File: src/include/wbuf_consts.svh
`ifndef WBUF_CONSTS_SVH
`define WBUF_CONSTS_SVH

// ---------------------------------------------------------------------------
// Buffer geometry
// ---------------------------------------------------------------------------
`define WBUF_DEPTH   16                                   // Directory entries
`define WBUF_BURST   8                                    // Beats per burst

// Field widths
`define WBUF_DATA_W  64                                   // One beat of write data
`define WBUF_ID_W    4
`define WBUF_USER_W  1

// Derived widths
`define WBUF_IDX_W   ($clog2(`WBUF_DEPTH))                // Entry index
`define WBUF_BEAT_W  ($clog2(`WBUF_BURST))                // Beat position in a burst
`define WBUF_ADDR_W  (`WBUF_IDX_W + `WBUF_BEAT_W)         // Beat store address
`define WBUF_WIN_W   ($clog2(`WBUF_DEPTH + 1))            // Holds 0 up to WBUF_DEPTH

`endif
File: src/hdl/wbuf_pkg.sv
`default_nettype none

`include "wbuf_consts.svh"

package wbuf_pkg;

    // ID and user of one write, matched against the command side
    typedef struct packed {
        logic [`WBUF_ID_W-1:0]   id;
        logic [`WBUF_USER_W-1:0] user;
    } wbufTag_t;

    // One beat from the front end
    typedef struct packed {
        logic [`WBUF_DATA_W-1:0] data;
        wbufTag_t                tag;                     // Same on every beat of a burst
        logic [`WBUF_BURST-1:0]  mask;                    // One bit per beat
        logic                    last;                    // Marks beat WBUF_BURST-1
    } wbufCacheBeat_t;

    // One beat to the PHY
    typedef struct packed {
        logic [`WBUF_DATA_W-1:0] data;
        logic                    mask;                    // Mask bit of this beat
        logic                    last;
    } wbufPhyBeat_t;

    // Index types
    typedef logic [`WBUF_IDX_W-1:0]  wbufIdx_t;           // Directory entry
    typedef logic [`WBUF_BEAT_W-1:0] wbufBeat_t;          // Beat within a burst
    typedef logic [`WBUF_ADDR_W-1:0] wbufAddr_t;          // {entry, beat}

endpackage

`default_nettype wire

File: src/hdl/burstCapture.sv
`timescale 1ns/1ns
`default_nettype none

`include "wbuf_consts.svh"

module burstCapture (
    input  wire logic                       clk,
    input  wire logic                       rst,
    input  wire wbuf_pkg::wbufCacheBeat_t   cacheBeat,
    input  wire logic                       cacheValid,
    input  wire logic                       full,
    input  wire logic                       ackReady,
    input  wire wbuf_pkg::wbufIdx_t         allocIdx,
    input  wire logic                       phyBurstDone,
    output      logic                       ackValid,
    output      wbuf_pkg::wbufTag_t         ackTag,
    output      logic                       allocStrobe,
    output      wbuf_pkg::wbufTag_t         allocTag,
    output      logic [`WBUF_BURST-1:0]     allocMask,
    output      logic                       storeWe,
    output      wbuf_pkg::wbufAddr_t        storeWaddr,
    output      logic [`WBUF_DATA_W-1:0]    storeData,
    output      logic [`WBUF_WIN_W-1:0]     window
);

    logic                 accept;                         // Beat taken this cycle
    wbuf_pkg::wbufBeat_t  beatCnt;                        // Position inside the current burst

    assign accept = cacheValid && !full;

    // -------------------------------------------------------------------------
    // Beat capture
    // -------------------------------------------------------------------------
    always_ff @(posedge clk or negedge rst) begin
        if (!rst) begin
            beatCnt <= '0;
        end else if (accept) begin
            if (cacheBeat.last) beatCnt <= '0;            // Next burst starts at beat 0
            else                beatCnt <= beatCnt + 1'b1;
        end
    end

    assign storeWe    = accept;
    assign storeWaddr = {allocIdx, beatCnt};              // Entry base plus beat offset
    assign storeData  = cacheBeat.data;

    // Directory allocation on the final beat
    assign allocStrobe = accept && cacheBeat.last;
    assign allocTag    = cacheBeat.tag;
    assign allocMask   = cacheBeat.mask;

    // Write response
    assign ackValid = allocStrobe && ackReady;
    assign ackTag   = cacheBeat.tag;

    // -------------------------------------------------------------------------
    // Outstanding write window
    // -------------------------------------------------------------------------
    always_ff @(posedge clk or negedge rst) begin
        if (!rst) begin
            window <= '0;
        end else begin
            case ({allocStrobe, phyBurstDone})
                2'b10:   window <= window + 1'b1;         // New burst buffered
                2'b01:   window <= window - 1'b1;         // PHY finished one
                default: window <= window;                // Both or neither
            endcase
        end
    end

endmodule

`default_nettype wire

File: config.mk
export PLATFORM = sky130hd
export DESIGN_NAME = burstCapture
export DESIGN_NICKNAME = d
export VERILOG_FILES = /design/src/hdl/wbuf_pkg.sv /design/src/hdl/burstCapture.sv
export VERILOG_INCLUDE_DIRS = /design/src /design/src/include
export SDC_FILE = /design/constraint.sdc
export NUM_CORES = 1
export LEC_CHECK = 0
export ABC_AREA = 1
export BUFFER_PORTS_ARGS = -buffer_cell sky130_fd_sc_hd__clkbuf_2
export CAP_MARGIN = 20
export CORE_ASPECT_RATIO = 0.6
export CORE_MARGIN = 2
export CORE_UTILIZATION = 29
export DETAILED_ROUTE_END_ITERATION = 8
export PLACE_DENSITY_LB_ADDON = 0.3
export SYNTH_ARGS = -nofsm -noshare
export SYNTH_HDL_FRONTEND = slang
export SYNTH_SLANG_ARGS = --single-unit
File: constraint.sdc
create_clock -name clk -period 1.6 [get_ports clk]
set_input_delay 0.16 -clock clk [delete_from_list [all_inputs] [get_ports clk]]
set_output_delay 0.16 -clock clk [all_outputs]
set_load 0.01 [all_outputs]
==> run metrics <==
status=finished, final reports clean; Clock Latency Late Sink=220 ps; Max Root-Sink Buffers=2; First-pass DRT Iterations=2; critical path, cell by cell=buf_6, inv_2, or2_4, nor2_4, inv_2, ha_4, nand2_2, inv_2, nor2_4, ha_4, inv_2, nand2_2, nand3_2, nand2_1, nand2_1, nand3_1, nand2_1; Final Setup Violations=0; sw power=0.535 mW; Fmax=654 MHz; post-route design area=878 sq um; combinational share of power=49.7%; WS Path Type=input pin to register; final hold violation count=0; Synth top area share=53.6%; Diodes inserted=0; max-cap violations=0; Setup WS post-layout=71.6 ps; post-synth top area cell=buf_4; worst path required time=1710 ps; # nets final=200; Storage cell area=200 sq um; FP Rows=18; commonest non-fill, non-tap cell in the layout=nand2_1; Tot GR Track Use=8.58%; DP Area=788 sq um; CTS tree=yes; sequential power share=31.7%; clock network power share=18.6%; Core Area=4050 sq um; cell-internal power=0.729 mW; Synth Cell Area=1200 sq um; Crit Path Max Fanout=3; vias in the first global route=664; largest net degree at the start of global routing=9; Routed Antenna Nets=0; Peak supply drop=0.371 mV; Die W=87.2 um; drt initial violations=17; Pleak=0.459 nW; layout cells sized above 1=42.5%; total number of yosys warnings=0; register bit count reported by yosys=8; Starting Density=29.7%; Placer Congestion=0.775; Post-route DRC=0; Hold WC Path Type=input pin to register; Top delay family on crit path=simple AND/OR/NAND/NOR gates; worst slew pin tran=251 ps; total congestion overflow=0; RSZ-0062 raised after global routing=true; port bufs=17; Detail Placement HPWL=1.58 mm; fin cells=156; Cells after Synth=163; Via-to-Cell Ratio=4.17; Place WS=-200 ps; Worst slew margin=83.3%; max-slew violations=0; routed len/inst=12.6 um; syn nets=255; Die ar.=4700 sq um; dpl cells=150; Sw Share=42.3%; Worst Skew=2.61 ps; average size of a mapped cell=7.38 sq um; IO Count=185; Synth-to-Final Area Change=-27.0%; first-pass GRT wire length=3.11 mm; ranking of synthesized cells by area=buf_4 54%, dfrtp_1 17%, nand2_1 7.2%; cell mode on critical path=inv_2; Seq/Total Area, Yosys=16.6%; CP endpoint kind=register; crit-path max cell delay=250 ps; post-route clock period utilization=95.5%; hold_ws=222 ps; fill count=457; Root Driver=clkbuf_8; Period minus WS final=1530 ps; CTS sink cnt=8; Die Ht=53.9 um; total CTS buffers=3; Vias=651; critical path startpoint category=input pin; clock edge transition at the registers on the reported setup and hold paths=40 ps; area occupied by multi-input gates=343 sq um; post-synthesis cell type count=19; critical path arrival=1640 ps; Pwr Density=1440 nW/um^2; WP buf/inv=5; initial antenna violation count=0; Detailed Route WL=1.97 mm; Slowest cell on crit path=or2_4; fin util=21.7%; most frequent cells in the layout=21 x nand2_1, 16 x clkbuf_2, 9 x inv_1, 8 x dfrtp_1, 7 x buf_4; htree depth=1
layer usage:
metal	global-route usage, %	share of wire, %	wire (um)
met1	8.88	42	817
met2	11.1	37	718
met3	10.3	21	411
met4	1.79	1.0	20
met5	0	0	0
final timing paths:
| kind | start | to | slack, ps | cells after the start |
|---|---|---|---|---|
| max in group asynchronous | rst | window[1] | 1090 | 2 |
| max reg2reg | window[1] | window[4] | 200 | 11 |
| max | cacheValid | window[4] | 70 | 17 |
| min in group asynchronous | rst | beatCnt[1] | 320 | 2 |
| min reg2reg | window[4] | window[4] | 520 | 2 |
| min | cacheBeat[0] | beatCnt[0] | 220 | 3 |
power by group through the flow:
stage,Clock [mW],Sequential (mW),Combinational (mW)
2_1_floorplan,0,0.413,0.569
3_3_place_gp,0,0.400,0.563
3_5_place_dp,0,0.398,0.570
4_1_cts,0.247,0.394,0.576
5_1_grt,0.264,0.419,0.715
6_report,0.236,0.401,0.628
layout make-up:
type	count	area share, %
clock buffer	3	4.70
inverter	15	6.55
multi-input combinational	54	39.0
sequential	8	22.8
tap	50	7.12
timing repair buffer	26	19.8
registers in the layout (all words and copies together) (netlist names):
name / flops
beatCnt: 3
window: 5
timing repair:
item	4_1_cts	5_1_grt
endpoints found under the hold margin	8	0
gates resized for setup	0	6
endpoints found under the setup margin	0	1
hold buffers	1	0
setup buffers	0	2
through the flow:
step / power, mW / TNS [ps]
global route: 1.40 / -62.7
floorplan: 0.981 / -42.4
finish: 1.26 / 0
detailed placement: 0.968 / -357
global placement: 0.963 / -253
CTS: 1.22 / 0
kinds of logic after synthesis:
| kind of cell | share of synthesized area [%] |
|---|---|
| adders and majority gates | 4.16 |
| AOI/OAI and AO/OA | 3.85 |
| buffers and inverters | 58.4 |
| DFF | 16.6 |
| and+or+nand+nor | 14.8 |
| xor gates and xnor gates | 2.18 |
cells in the mapped netlist:
library cell and number:
or2_4 1, xor2_1 1, buf_4 86, nor2_4 1, nand3_1 6, nor2_1 5
ha_1 4, nand3_2 1, o21ai_2 1, nand2_1 23, o21a_1 1, nor2_2 2
clkinv_2 1, inv_2 3, dfrtp_1 8, o21ai_1 5, inv_1 11, xnor2_1 2
o21ai_0 1
worst min-delay path, delay by kind of cell:
family / cells / cell delay [ps]
compound gates: 2 / 150
buf+inv: 1 / 90
(Power assumes the default switching activity.)
