**src/include/wbuf_consts.svh**
```systemverilog
`ifndef WBUF_CONSTS_SVH
`define WBUF_CONSTS_SVH

// ---------------------------------------------------------------------------
// Buffer geometry
// ---------------------------------------------------------------------------
`define WBUF_DEPTH   16                                   // Directory entries
`define WBUF_BURST   8                                    // Beats per burst

// Field widths
`define WBUF_DATA_W  64                                   // One beat of write data
`define WBUF_ID_W    4
`define WBUF_USER_W  1

// Derived widths
`define WBUF_IDX_W   ($clog2(`WBUF_DEPTH))                // Entry index
`define WBUF_BEAT_W  ($clog2(`WBUF_BURST))                // Beat position in a burst
`define WBUF_ADDR_W  (`WBUF_IDX_W + `WBUF_BEAT_W)         // Beat store address
`define WBUF_WIN_W   ($clog2(`WBUF_DEPTH + 1))            // Holds 0 up to WBUF_DEPTH

`endif
```
**src/hdl/wbuf_pkg.sv**
```systemverilog
`default_nettype none

`include "wbuf_consts.svh"

package wbuf_pkg;

    // ID and user of one write, matched against the command side
    typedef struct packed {
        logic [`WBUF_ID_W-1:0]   id;
        logic [`WBUF_USER_W-1:0] user;
    } wbufTag_t;

    // One beat from the front end
    typedef struct packed {
        logic [`WBUF_DATA_W-1:0] data;
        wbufTag_t                tag;                     // Same on every beat of a burst
        logic [`WBUF_BURST-1:0]  mask;                    // One bit per beat
        logic                    last;                    // Marks beat WBUF_BURST-1
    } wbufCacheBeat_t;

    // One beat to the PHY
    typedef struct packed {
        logic [`WBUF_DATA_W-1:0] data;
        logic                    mask;                    // Mask bit of this beat
        logic                    last;
    } wbufPhyBeat_t;

    // Index types
    typedef logic [`WBUF_IDX_W-1:0]  wbufIdx_t;           // Directory entry
    typedef logic [`WBUF_BEAT_W-1:0] wbufBeat_t;          // Beat within a burst
    typedef logic [`WBUF_ADDR_W-1:0] wbufAddr_t;          // {entry, beat}

endpackage

`default_nettype wire

```
**src/hdl/phyStreamer.sv**
```systemverilog
`timescale 1ns/1ns
`default_nettype none

`include "wbuf_consts.svh"

module phyStreamer (
    input  wire logic                     clk,
    input  wire logic                     rst,
    input  wire logic                     serveAvail,
    input  wire wbuf_pkg::wbufIdx_t       serveIdx,
    input  wire logic [`WBUF_BURST-1:0]   serveMask,
    input  wire logic                     phyReady,
    input  wire logic [`WBUF_DATA_W-1:0]  rdata,
    output      logic                     storeRe,
    output      wbuf_pkg::wbufAddr_t      storeRaddr,
    output      logic                     burstStart,
    output      logic                     burstEnd,
    output      wbuf_pkg::wbufPhyBeat_t   phyBeat,
    output      logic                     phyValid
);

    localparam wbuf_pkg::wbufBeat_t lastBeat = wbuf_pkg::wbufBeat_t'(`WBUF_BURST - 1);

    logic                 rdGo;                           // One beat read this cycle
    wbuf_pkg::wbufBeat_t  rdCnt;                          // Next beat of the served burst
    logic                 maskQ;
    logic                 lastQ;

    // -------------------------------------------------------------------------
    // Serve decision and read address
    // -------------------------------------------------------------------------
    assign rdGo       = serveAvail && phyReady;           // PHY low keeps the position
    assign storeRe    = rdGo;
    assign storeRaddr = {serveIdx, rdCnt};

    assign burstStart = rdGo && (rdCnt == '0);
    assign burstEnd   = rdGo && (rdCnt == lastBeat);

    always_ff @(posedge clk or negedge rst) begin
        if (!rst) begin
            rdCnt <= '0;
        end else if (rdGo) begin
            if (rdCnt == lastBeat) rdCnt <= '0;           // Ready for the next burst
            else                   rdCnt <= rdCnt + 1'b1;
        end
    end

    // -------------------------------------------------------------------------
    // Output stage, aligned with the store read data
    // -------------------------------------------------------------------------
    always_ff @(posedge clk or negedge rst) begin
        if (!rst) begin
            phyValid <= 1'b0;
            maskQ    <= 1'b0;
            lastQ    <= 1'b0;
        end else begin
            phyValid <= rdGo;
            maskQ    <= rdGo && serveMask[rdCnt];         // Mask bit of this beat position
            lastQ    <= burstEnd;
        end
    end

    // Data is already registered inside the store
    assign phyBeat.data = rdata;
    assign phyBeat.mask = maskQ;
    assign phyBeat.last = lastQ;

endmodule

`default_nettype wire

```
**config.mk**
```make
export PLATFORM = sky130hd
export DESIGN_NAME = phyStreamer
export DESIGN_NICKNAME = d
export VERILOG_FILES = /design/src/hdl/wbuf_pkg.sv /design/src/hdl/phyStreamer.sv
export VERILOG_INCLUDE_DIRS = /design/src /design/src/include
export SDC_FILE = /design/constraint.sdc
export NUM_CORES = 1
export LEC_CHECK = 0
export BUFFER_PORTS_ARGS = -buffer_cell sky130_fd_sc_hd__buf_2
export CAP_MARGIN = 0
export CORE_AREA = 2 2 60 62
export DETAILED_ROUTE_END_ITERATION = 16
export DIE_AREA = 0 0 62 64
export GPL_TIMING_DRIVEN = 0
export PLACE_DENSITY = 0.9
export SETUP_SLACK_MARGIN = 0.4
export SLEW_MARGIN = 20
export SYNTH_ARGS = -nofsm -noshare
export SYNTH_HDL_FRONTEND = slang
export SYNTH_SLANG_ARGS = --single-unit
```
**constraint.sdc**
```tcl
create_clock -name clk -period 2.65 [get_ports clk]
set_input_delay 0.53 -clock clk [delete_from_list [all_inputs] [get_ports clk]]
set_output_delay 0.53 -clock clk [all_outputs]
set_load 0.005 [all_outputs]
```
==> results of run 1 <==
[cell usage after synthesis]
cell type / instances
mux2_2: 3
and3b_1: 1
nor2_1: 1
nand2_1: 1
buf_4: 70
and3_1: 2
dfrtp_1: 6
mux4_1: 2
inv_1: 3
ha_1: 3
nor3b_1: 1
a22o_1: 1
[worst max-delay path, cell delays in order, from the launching register on]
cell and delay [ps]:
dfrtp_1 440, ha_1 230, ha_1 180, and3_1 150, buf_2 130
[registers in the layout, indices dropped and copies added, names as in the netlist]
signal	flops
phyValid	1
rdCnt	3
maskQ	1
lastQ	1
[layout make-up]
cell class | instances | area (sq um)
Fill cell | 330 | 1910
Buffer | 70 | 526
Timing Repair Buffer | 88 | 440
Multi-Input combinational cell | 15 | 169
Sequential cell | 6 | 150
Tap cell | 46 | 57.6
Clock buffer | 3 | 22.5
Inverter | 3 | 11.3
[metrics by stage]
stage | std cells | util | total power (W) | hold slack (ps) | area, sq um
floorplan | 94 | - | 0.000346 | 234 | 856
global placement | 228 | 0.412 | 0.000451 | 356 | 1350
detailed placement | 228 | 0.412 | 0.000464 | 361 | 1350
CTS | 231 | 0.419 | 0.000552 | 105 | 1380
global route | 231 | 0.419 | 0.000597 | 98.8 | 1380
finish | 231 | 0.419 | 0.000542 | 105 | 1380
[worst paths after layout]
kind | to | startpoint
min in group clk | lastQ$_DFF_PN0_ | phyReady
min | rdCnt[1]$_DFFE_PN0P_ | rst
min reg2reg | rdCnt[2]$_DFFE_PN0P_ | rdCnt[2]$_DFFE_PN0P_
max reg2reg | maskQ$_DFF_PN0_ | rdCnt[1]$_DFFE_PN0P_
max | burstEnd | rdCnt[0]$_DFFE_PN0P_
max in group asynchronous | maskQ$_DFF_PN0_ | rst
[cell families after synthesis]
| logic type | after synthesis | share of synthesized area |
|---|---|---|
| compound gates | 1 | 0.0102 |
| fa+ha+maj | 3 | 0.0439 |
| buf+inv | 73 | 0.627 |
| flops | 6 | 0.175 |
| mux | 5 | 0.101 |
| simple gates | 6 | 0.0424 |
[layer usage]
| metal | vias up | global-route usage |
|---|---|---|
| li1 | 410 | - |
| met1 | 333 | 0.0889 |
| met2 | 78 | 0.182 |
| met3 | 0 | 0.0283 |
| met4 | 0 | 0.0239 |
| met5 | - | 0 |
[power groups by stage]
stage / clock network [W] / registers, W / logic (W)
2_1_floorplan: 0 / 0.000159 / 0.000187
3_3_place_gp: 0 / 0.000163 / 0.000289
3_5_place_dp: 0 / 0.000167 / 0.000298
4_1_cts: 0.0000860 / 0.000167 / 0.000299
5_1_grt: 0.0000933 / 0.000174 / 0.000330
6_report: 0.0000833 / 0.000166 / 0.000292
==> reports/metrics.cfg, run 1 <==
[routing]
met1_length_um=669
met2WireLength_mm=1.22
drt_wl_total_mm=2.23
initialDrtViolationCount=30
routedWlPerCell_um=9.64
via_per_inst=3.55
drtPass1Iterations=4
dr_wl_met3_um=336
route.detailed.drc=0
vias=821
drt.antenna.violating_nets=0
top_layer_used=met3

[clocking]
cts_resized=0
cts_root_buf=clkbuf_4
cts.sinks=6
clk_pin_slew_worst_paths_ps=50
postCtsHoldBufs=0
post_cts_buffers=0
clockBufferDepth=2
h-tree-depth=1
cts_tree=built
cts_buffers=3
clkLatencyLatePin_ps=240

[worst_setup_path]
r2r_cells=2
crit_type=flip-flop to output port
cp.arrival_ps=1370
crit_path_start_kind=flip-flop
reg2reg_slack_ps=1280
end_kind=output port
critPathRequiredTime_ps=2120
crit_fanout=7

[placed_design]
dpl.hpwl_mm=2.08
place_congestion=0.643
pre_cts_ws_ps=1010
io_buffers=88

[pwr]
max-vdd-ir-drop_v=0.000301
power.share.clock=0.154
leakagePower_nw=0.884
intPower_w=0.000374
pwr-share-seq=0.307
p_per_area_nw_per_um2=393
p_comb_frac=0.539
p_sw_w=0.000168
sw_frac_of_total=0.310

[job]
drv_cap=0

[sta]
rsz0062_at_grt=no
fin_worst_skew_ps=3.67
finalSetupViolations=0
period_share=0.717
fin_crit_ps=1900
setup-tns-final_ps=0
relSlewSlack=0.851
hold_viol=0
fin_ws_ps=750
tightestPinTransition_ps=224
drv_slew=0
max_freq_ghz=0.526

[synth]
ys_seq_elements=6
syn_area_per_cell_sq_um=9.10
synth_seq_area_share=0.175
synthTopCellsByArea=buf_4, dfrtp_1, mux4_1
syn-num-nets=177
syn_area_sq_um=856
synth_area_leader_cell=buf_4
synth_cell_types=12
netlist_instances=94
synth_top_area_frac=0.614
yosys_warnings=0

[layout]
layout_common_cells=buf_2, buf_4, dfrtp_1
final_common_cell=buf_2
antenna-diode-count=0
layout-drive-gt1-share=0.886
layout.nets=270
syn_to_final_growth_pct=60.8

[floorplan]
coreArea_sq_um=3280
num_rows=21
dieArea_sq_um=3970
die_x_um=62
initial_utilization=0.261
io_pins=157
chipHeight_um=64

[grt]
antenna_found_initial=0
grtUsageTotal=0.0936
grt_pass1_wl_mm=2.86
grt_max_degree=8
grt_pass1_vias=708
gr-total-overflow=0

[worst_hold_path]
hp-class=primary input to asynchronous set/reset pin

[run_status]
status=complete, no violations

Note: power is estimated with default switching activity, not from simulation.
==> run 2, diff against run 1 <==
--- a/config.mk
+++ b/config.mk
@@ -6,13 +6,14 @@
 export SDC_FILE = /design/constraint.sdc
 export NUM_CORES = 1
 export LEC_CHECK = 0
+export ABC_AREA = 1
 export BUFFER_PORTS_ARGS = -buffer_cell sky130_fd_sc_hd__buf_2
 export CAP_MARGIN = 0
-export CORE_AREA = 2 2 60 62
+export CORE_MARGIN = 2
+export CORE_UTILIZATION = 27
 export DETAILED_ROUTE_END_ITERATION = 16
-export DIE_AREA = 0 0 62 64
 export GPL_TIMING_DRIVEN = 0
-export PLACE_DENSITY = 0.9
+export PLACE_DENSITY = 0.91
 export SETUP_SLACK_MARGIN = 0.4
 export SLEW_MARGIN = 20
 export SYNTH_ARGS = -nofsm -noshare
==> constraint.sdc (replaced) <==
create_clock -name clk -period 1.75 [get_ports clk]
set_input_delay 0.35 -clock clk [delete_from_list [all_inputs] [get_ports clk]]
set_output_delay 0.35 -clock clk [all_outputs]
set_load 0.005 [all_outputs]
==> run 2 against run 1 <==
Net effect:
- wire length up 9.4%
- register-to-register slack worse by 910 ps
- count of clock-buffer cells in the layout unchanged
- sequential power rose by 37%
- critical endpoint unchanged
- via count up 23%
- sequential share of layout area is 1.0 points lower
- first-iteration DRC count is the same
- combinational power is 98% higher
- power grew 74%
- largest power group unchanged
- final area increased by 12%
==> reports/metrics.cfg, run 2 <==
[layout]
largest_reg_flops=3
antenna-diode-count=0
max_flop_register=rdCnt
layout-drive-gt1-share=0.816
final_common_cell=buf_2
fillers=314
layout_common_cells=buf_2, buf_4, nand2_1, inv_1
syn_to_final_growth_pct=74.6
layout.nets=308
fin_area_sq_um=1540

[worst_setup_path]
crit_fanout=3
critPathRequiredTime_ps=1400
crit_type=flip-flop to output port
r2r_cells=9
end_kind=output port
crit_path_start_kind=flip-flop
reg2reg_slack_ps=370
cp.arrival_ps=1250

[grt]
antenna_found_initial=0
grtUsageTotal=0.0997
grt_max_degree=9
grt_pass1_wl_mm=2.86
gr-total-overflow=0
grt_pass1_vias=802

[sta]
drv_slew=0
tightestPinTransition_ps=263
setup-tns-final_ps=0
period_share=0.916
finalSetupViolations=0
hold_viol=0
relSlewSlack=0.824
fin_crit_ps=1600
max_freq_ghz=0.624
hold-worst-slack_ps=451
fin_worst_skew_ps=5.87
rsz0062_at_grt=yes

[synth]
ys_seq_elements=6
synth_top_area_frac=0.595
synthTopCellsByArea=buf_4, dfrtp_1, nand2_1
synth_ff_type=dfrtp_1
yosysMostFrequentCell=buf_4
synthTopCellsByCount=buf_4, nand2_1, inv_1
synth_cell_types=10
ys_async_sr_fraction=1.00
synth_seq_area_share=0.170
syn-num-nets=204
netlist_instances=121
syn_area_per_cell_sq_um=7.30
synth_edf_count=0
yosys_warnings=0
syn_area_sq_um=883
synth_area_leader_cell=buf_4

[clocking]
clockBufferDepth=2
h-tree-depth=1
cts_buffers=3
clk_pin_slew_worst_paths_ps=50
cts.sinks=6
cts_tree=built
clkLatencyLatePin_ps=260
cts_root_buf=clkbuf_4

[routing]
drt.antenna.violating_nets=0
drt_wl_total_mm=2.44
vias=1009
drtPass1Iterations=4
initialDrtViolationCount=30
route.detailed.drc=0
routedWlPerCell_um=9.12
via_per_inst=3.78

[floorplan]
coreArea_sq_um=3080
num_rows=20
chipHeight_um=61.2
io_pins=157
die_x_um=61.2
initial_utilization=0.287
dieArea_sq_um=3750

[worst_hold_path]
hp-class=primary input to asynchronous set/reset pin

[placed_design]
place_congestion=0.814
dpl.hpwl_mm=2.00
io_buffers=88
placed_area_sq_um=1380

[pwr]
leakagePower_nw=0.988
max-vdd-ir-drop_v=0.000225
p_per_area_nw_per_um2=609

[run_status]
status=complete, no violations

[job]
drv_cap=0

[run 2: worst paths after layout]
| check | from | end |
|---|---|---|
| setup / recovery | rdCnt[0]$_DFFE_PN0P_ | burstEnd |
| hold / removal | rst | maskQ$_DFF_PN0_ |
| setup reg to reg | rdCnt[0]$_DFFE_PN0P_ | rdCnt[0]$_DFFE_PN0P_ |
| hold reg to reg | rdCnt[2]$_DFFE_PN0P_ | maskQ$_DFF_PN0_ |
| max in group asynchronous | rst | rdCnt[0]$_DFFE_PN0P_ |
| min in group clk | phyReady | lastQ$_DFF_PN0_ |
[run 2: where the power goes]
part / total (W) / internal [W] / switching (W)
clock network: 0.000135 / 0.0000780 / 0.0000567
registers: 0.000228 / 0.000178 / 0.0000503
logic: 0.000577 / 0.000357 / 0.000220
[run 2: cell type report]
cell class	instances	area (sq um)	area share
tap	44	55.1	0.0357
multi-input combinational	32	195	0.127
timing repair buffer	99	541	0.350
sequential	6	153	0.0989
clock buffer	3	22.5	0.0146
inverter	13	51.3	0.0333
buffer	70	526	0.341
[run 2: kinds of logic after synthesis]
family / share of synthesized area
compound gates: 0.0170
fa+ha+maj: 0.0425
buf+inv: 0.650
flops: 0.170
simple gates: 0.120
[run 2: routing by layer]
metal,part of all wire,global-route usage
met1,0.28,0.0772
met2,0.59,0.233
met3,0.13,0.0105
met4,0.0066,0.0373
met5,0,0
[run 2: stage by stage]
stage          total power [W]  instances  utilization  setup WS [ps]
3_5_place_dp          0.000638        253        0.448            322
2_1_floorplan         0.000477        121            -            476
4_1_cts               0.000896        266        0.491            174
3_3_place_gp          0.000628        253        0.448            322
6_report              0.000940        267        0.501            147
5_1_grt                0.00101        267        0.501            133
[run 2: worst max-delay path, cell delays in order (launching register included)]
cell and delay [ps]:
dfrtp_2 440, ha_4 180, ha_4 150, inv_2 60, nor2_2 40, buf_2 130
[run 2: timing repair]
item                                    in CTS  in global routing
pin swaps                                    2                  0
gates resized for setup                      9                  8
hold endpoints to repair                     6                  0
endpoints found under the setup margin       2                  6
hold buffers                                 1                  0
setup buffers                                9                  1
==> run 3, diff against run 2 <==
--- a/config.mk
+++ b/config.mk
@@ -6,14 +6,13 @@
 export SDC_FILE = /design/constraint.sdc
 export NUM_CORES = 1
 export LEC_CHECK = 0
-export ABC_AREA = 1
 export BUFFER_PORTS_ARGS = -buffer_cell sky130_fd_sc_hd__buf_2
 export CAP_MARGIN = 0
 export CORE_MARGIN = 2
-export CORE_UTILIZATION = 27
+export CORE_UTILIZATION = 26
 export DETAILED_ROUTE_END_ITERATION = 16
 export GPL_TIMING_DRIVEN = 0
-export PLACE_DENSITY = 0.91
+export PLACE_DENSITY = 0.9
 export SETUP_SLACK_MARGIN = 0.4
 export SLEW_MARGIN = 20
 export SYNTH_ARGS = -nofsm -noshare
==> run 3 against run 2 <==
Net effect:
- maximum frequency down 0.25%
- largest power group unchanged
- critical path type unchanged
- wire length up 7.2%
- non-clock buffer count down 2
- register-to-register slack worse by 60 ps
- clock power down 4%
- critical endpoint is now burstStart
- largest cell class unchanged
- power up 25%
==> reports/metrics.cfg, run 3 (same netlist as run 1, synthesis figures left out) <==
[placed_design]
dpl.hpwl_mm=2.20
io_buffers=88
numPlacedInstances=226
place_congestion=0.666

[pwr]
p_comb_frac=0.669
max-vdd-ir-drop_v=0.000920
power.share.clock=0.111
intPower_w=0.000798
p_sw_w=0.000376
p_per_area_nw_per_um2=766
leakagePower_nw=0.928
pwr-share-seq=0.220
sw_frac_of_total=0.320

[routing]
via_per_inst=3.66
drt.antenna.violating_nets=0
vias=870
route.detailed.drc=0
initialDrtViolationCount=6
routedWlPerCell_um=11.0
drt_wl_total_mm=2.61
drtPass1Iterations=2

[layout]
layout.nets=279
antenna-diode-count=0
syn_to_final_growth_pct=79.1
max_flop_register=rdCnt
fin_util=0.494
layout.cells.non_filler=238
layout_common_cells=buf_2, buf_4, buf_6
largest_reg_flops=3
final_common_cell=buf_2
layout-drive-gt1-share=0.948

[worst_setup_path]
cp.arrival_ps=1260
rr_endpoint=maskQ$_DFF_PN0_
r2r-start=rdCnt[1]$_DFFE_PN0P_
crit_fanout=2
crit_type=flip-flop to output port
crit_start=rdCnt[1]$_DFFE_PN0P_
endpoint=burstStart
r2r_cells=4
critPathRequiredTime_ps=1400
crit_path_start_kind=flip-flop
end_kind=output port
reg2reg_slack_ps=310

[floorplan]
num_rows=20
dieArea_sq_um=3770
initial_utilization=0.276
chipHeight_um=61.4
die_x_um=61.4
io_pins=157
coreArea_sq_um=3100

[clocking]
h-tree-depth=1
clkLatencyLatePin_ps=240
cts.sinks=6
cts_buffers=3
clk_pin_slew_worst_paths_ps=50
cts_root_buf=clkbuf_4
cts_tree=built
clockBufferDepth=2

[sta]
fin_crit_ps=1610
rsz0062_at_grt=yes
setup-tns-final_ps=0
finalSetupViolations=0
fin_worst_skew_ps=1.98
max_freq_ghz=0.622
drv_slew=0
hold_viol=0
tightestPinTransition_ps=255
period_share=0.918
relSlewSlack=0.830

[grt]
antenna_found_initial=0
grt_pass1_vias=730
gr-total-overflow=0
grt_max_degree=7
grtUsageTotal=0.111
grt_pass1_wl_mm=3.08

[run_status]
status=complete, no violations

[job]
drv_cap=0

[worst_hold_path]
hp-class=primary input to flip-flop
hp-start=phyReady

## run 3: cell types whose count changed in the layout (fill, tap and decap cells not counted), moves of 2 or more
cell     before  now
buf_4        76   74
nand2_1      16    1
mux4_2        0    2
mux2_2        0    3
nand3_1       4    0
buf_2        88   85
inv_2         2    0
inv_1        10    1
nor2_1        3    1
buf_6         4    7
o21ai_0       2    0
## run 3: metal layers
| metal | global-route usage | wire length [um] | vias to the layer above |
|---|---|---|---|
| li1 | - | - | 427 |
| met1 | 0.0959 | 754 | 374 |
| met2 | 0.246 | 1530 | 69 |
| met3 | 0.0336 | 324 | 0 |
| met4 | 0.00912 | 0 | 0 |
| met5 | 0 | 0 | - |
## run 3: stage by stage
step                      power, W  worst slack, ps  cell area (sq um)  hold WS, ps
after floorplan           0.000524              445                856         54.4
after global placement    0.000685              289               1350          177
after detailed placement  0.000707              268               1350          178
after CTS                  0.00103              150               1470          427
after global routing       0.00127             74.2               1530          439
final                      0.00117              143               1530          443
## run 3: worst min path at each step
stage	endpoint	cells after the start
after global placement	rdCnt[1]$_DFFE_PN0P_	1
after detailed placement	rdCnt[1]$_DFFE_PN0P_	1
after CTS	lastQ$_DFF_PN0_	2
after global routing	lastQ$_DFF_PN0_	2
final	lastQ$_DFF_PN0_	2
after floorplan	lastQ$_DFF_PN0_	0
## run 3: power by group through the flow
stage	combinational [W]	clock [W]	sequential [W]
global placement	0.000438	0	0.000247
floorplan	0.000283	0	0.000241
finish	0.000786	0.000130	0.000258
CTS	0.000640	0.000133	0.000253
detailed placement	0.000458	0	0.000249
global route	0.000854	0.000144	0.000269
## run 3: critical path: stages, from the launching register on
cell	delay [ps]
dfrtp_2	430
buf_6	130
inv_4	50
ha_4	120
nor3b_4	160
buf_2	130
## run 3: layout make-up
| type | instances | area, sq um |
|---|---|---|
| flip-flops and latches | 6 | 154 |
| fillers | 315 | 1570 |
| inverters | 3 | 16.3 |
| multi-input cells | 15 | 215 |
| clock buffers | 3 | 22.5 |
| well taps | 44 | 55.1 |
| plain buffers | 70 | 526 |
| repair buffers | 97 | 544 |
## run 3: timing repair
item                                   4_1_cts  5_1_grt
endpoints found under the hold margin        6        0
cloned                                       0        0
setup buffers                                5        3
pin swaps                                    2        1
setup endpoints to repair                    3        5
gates resized for setup                     14       11
hold buffers                                 1        0
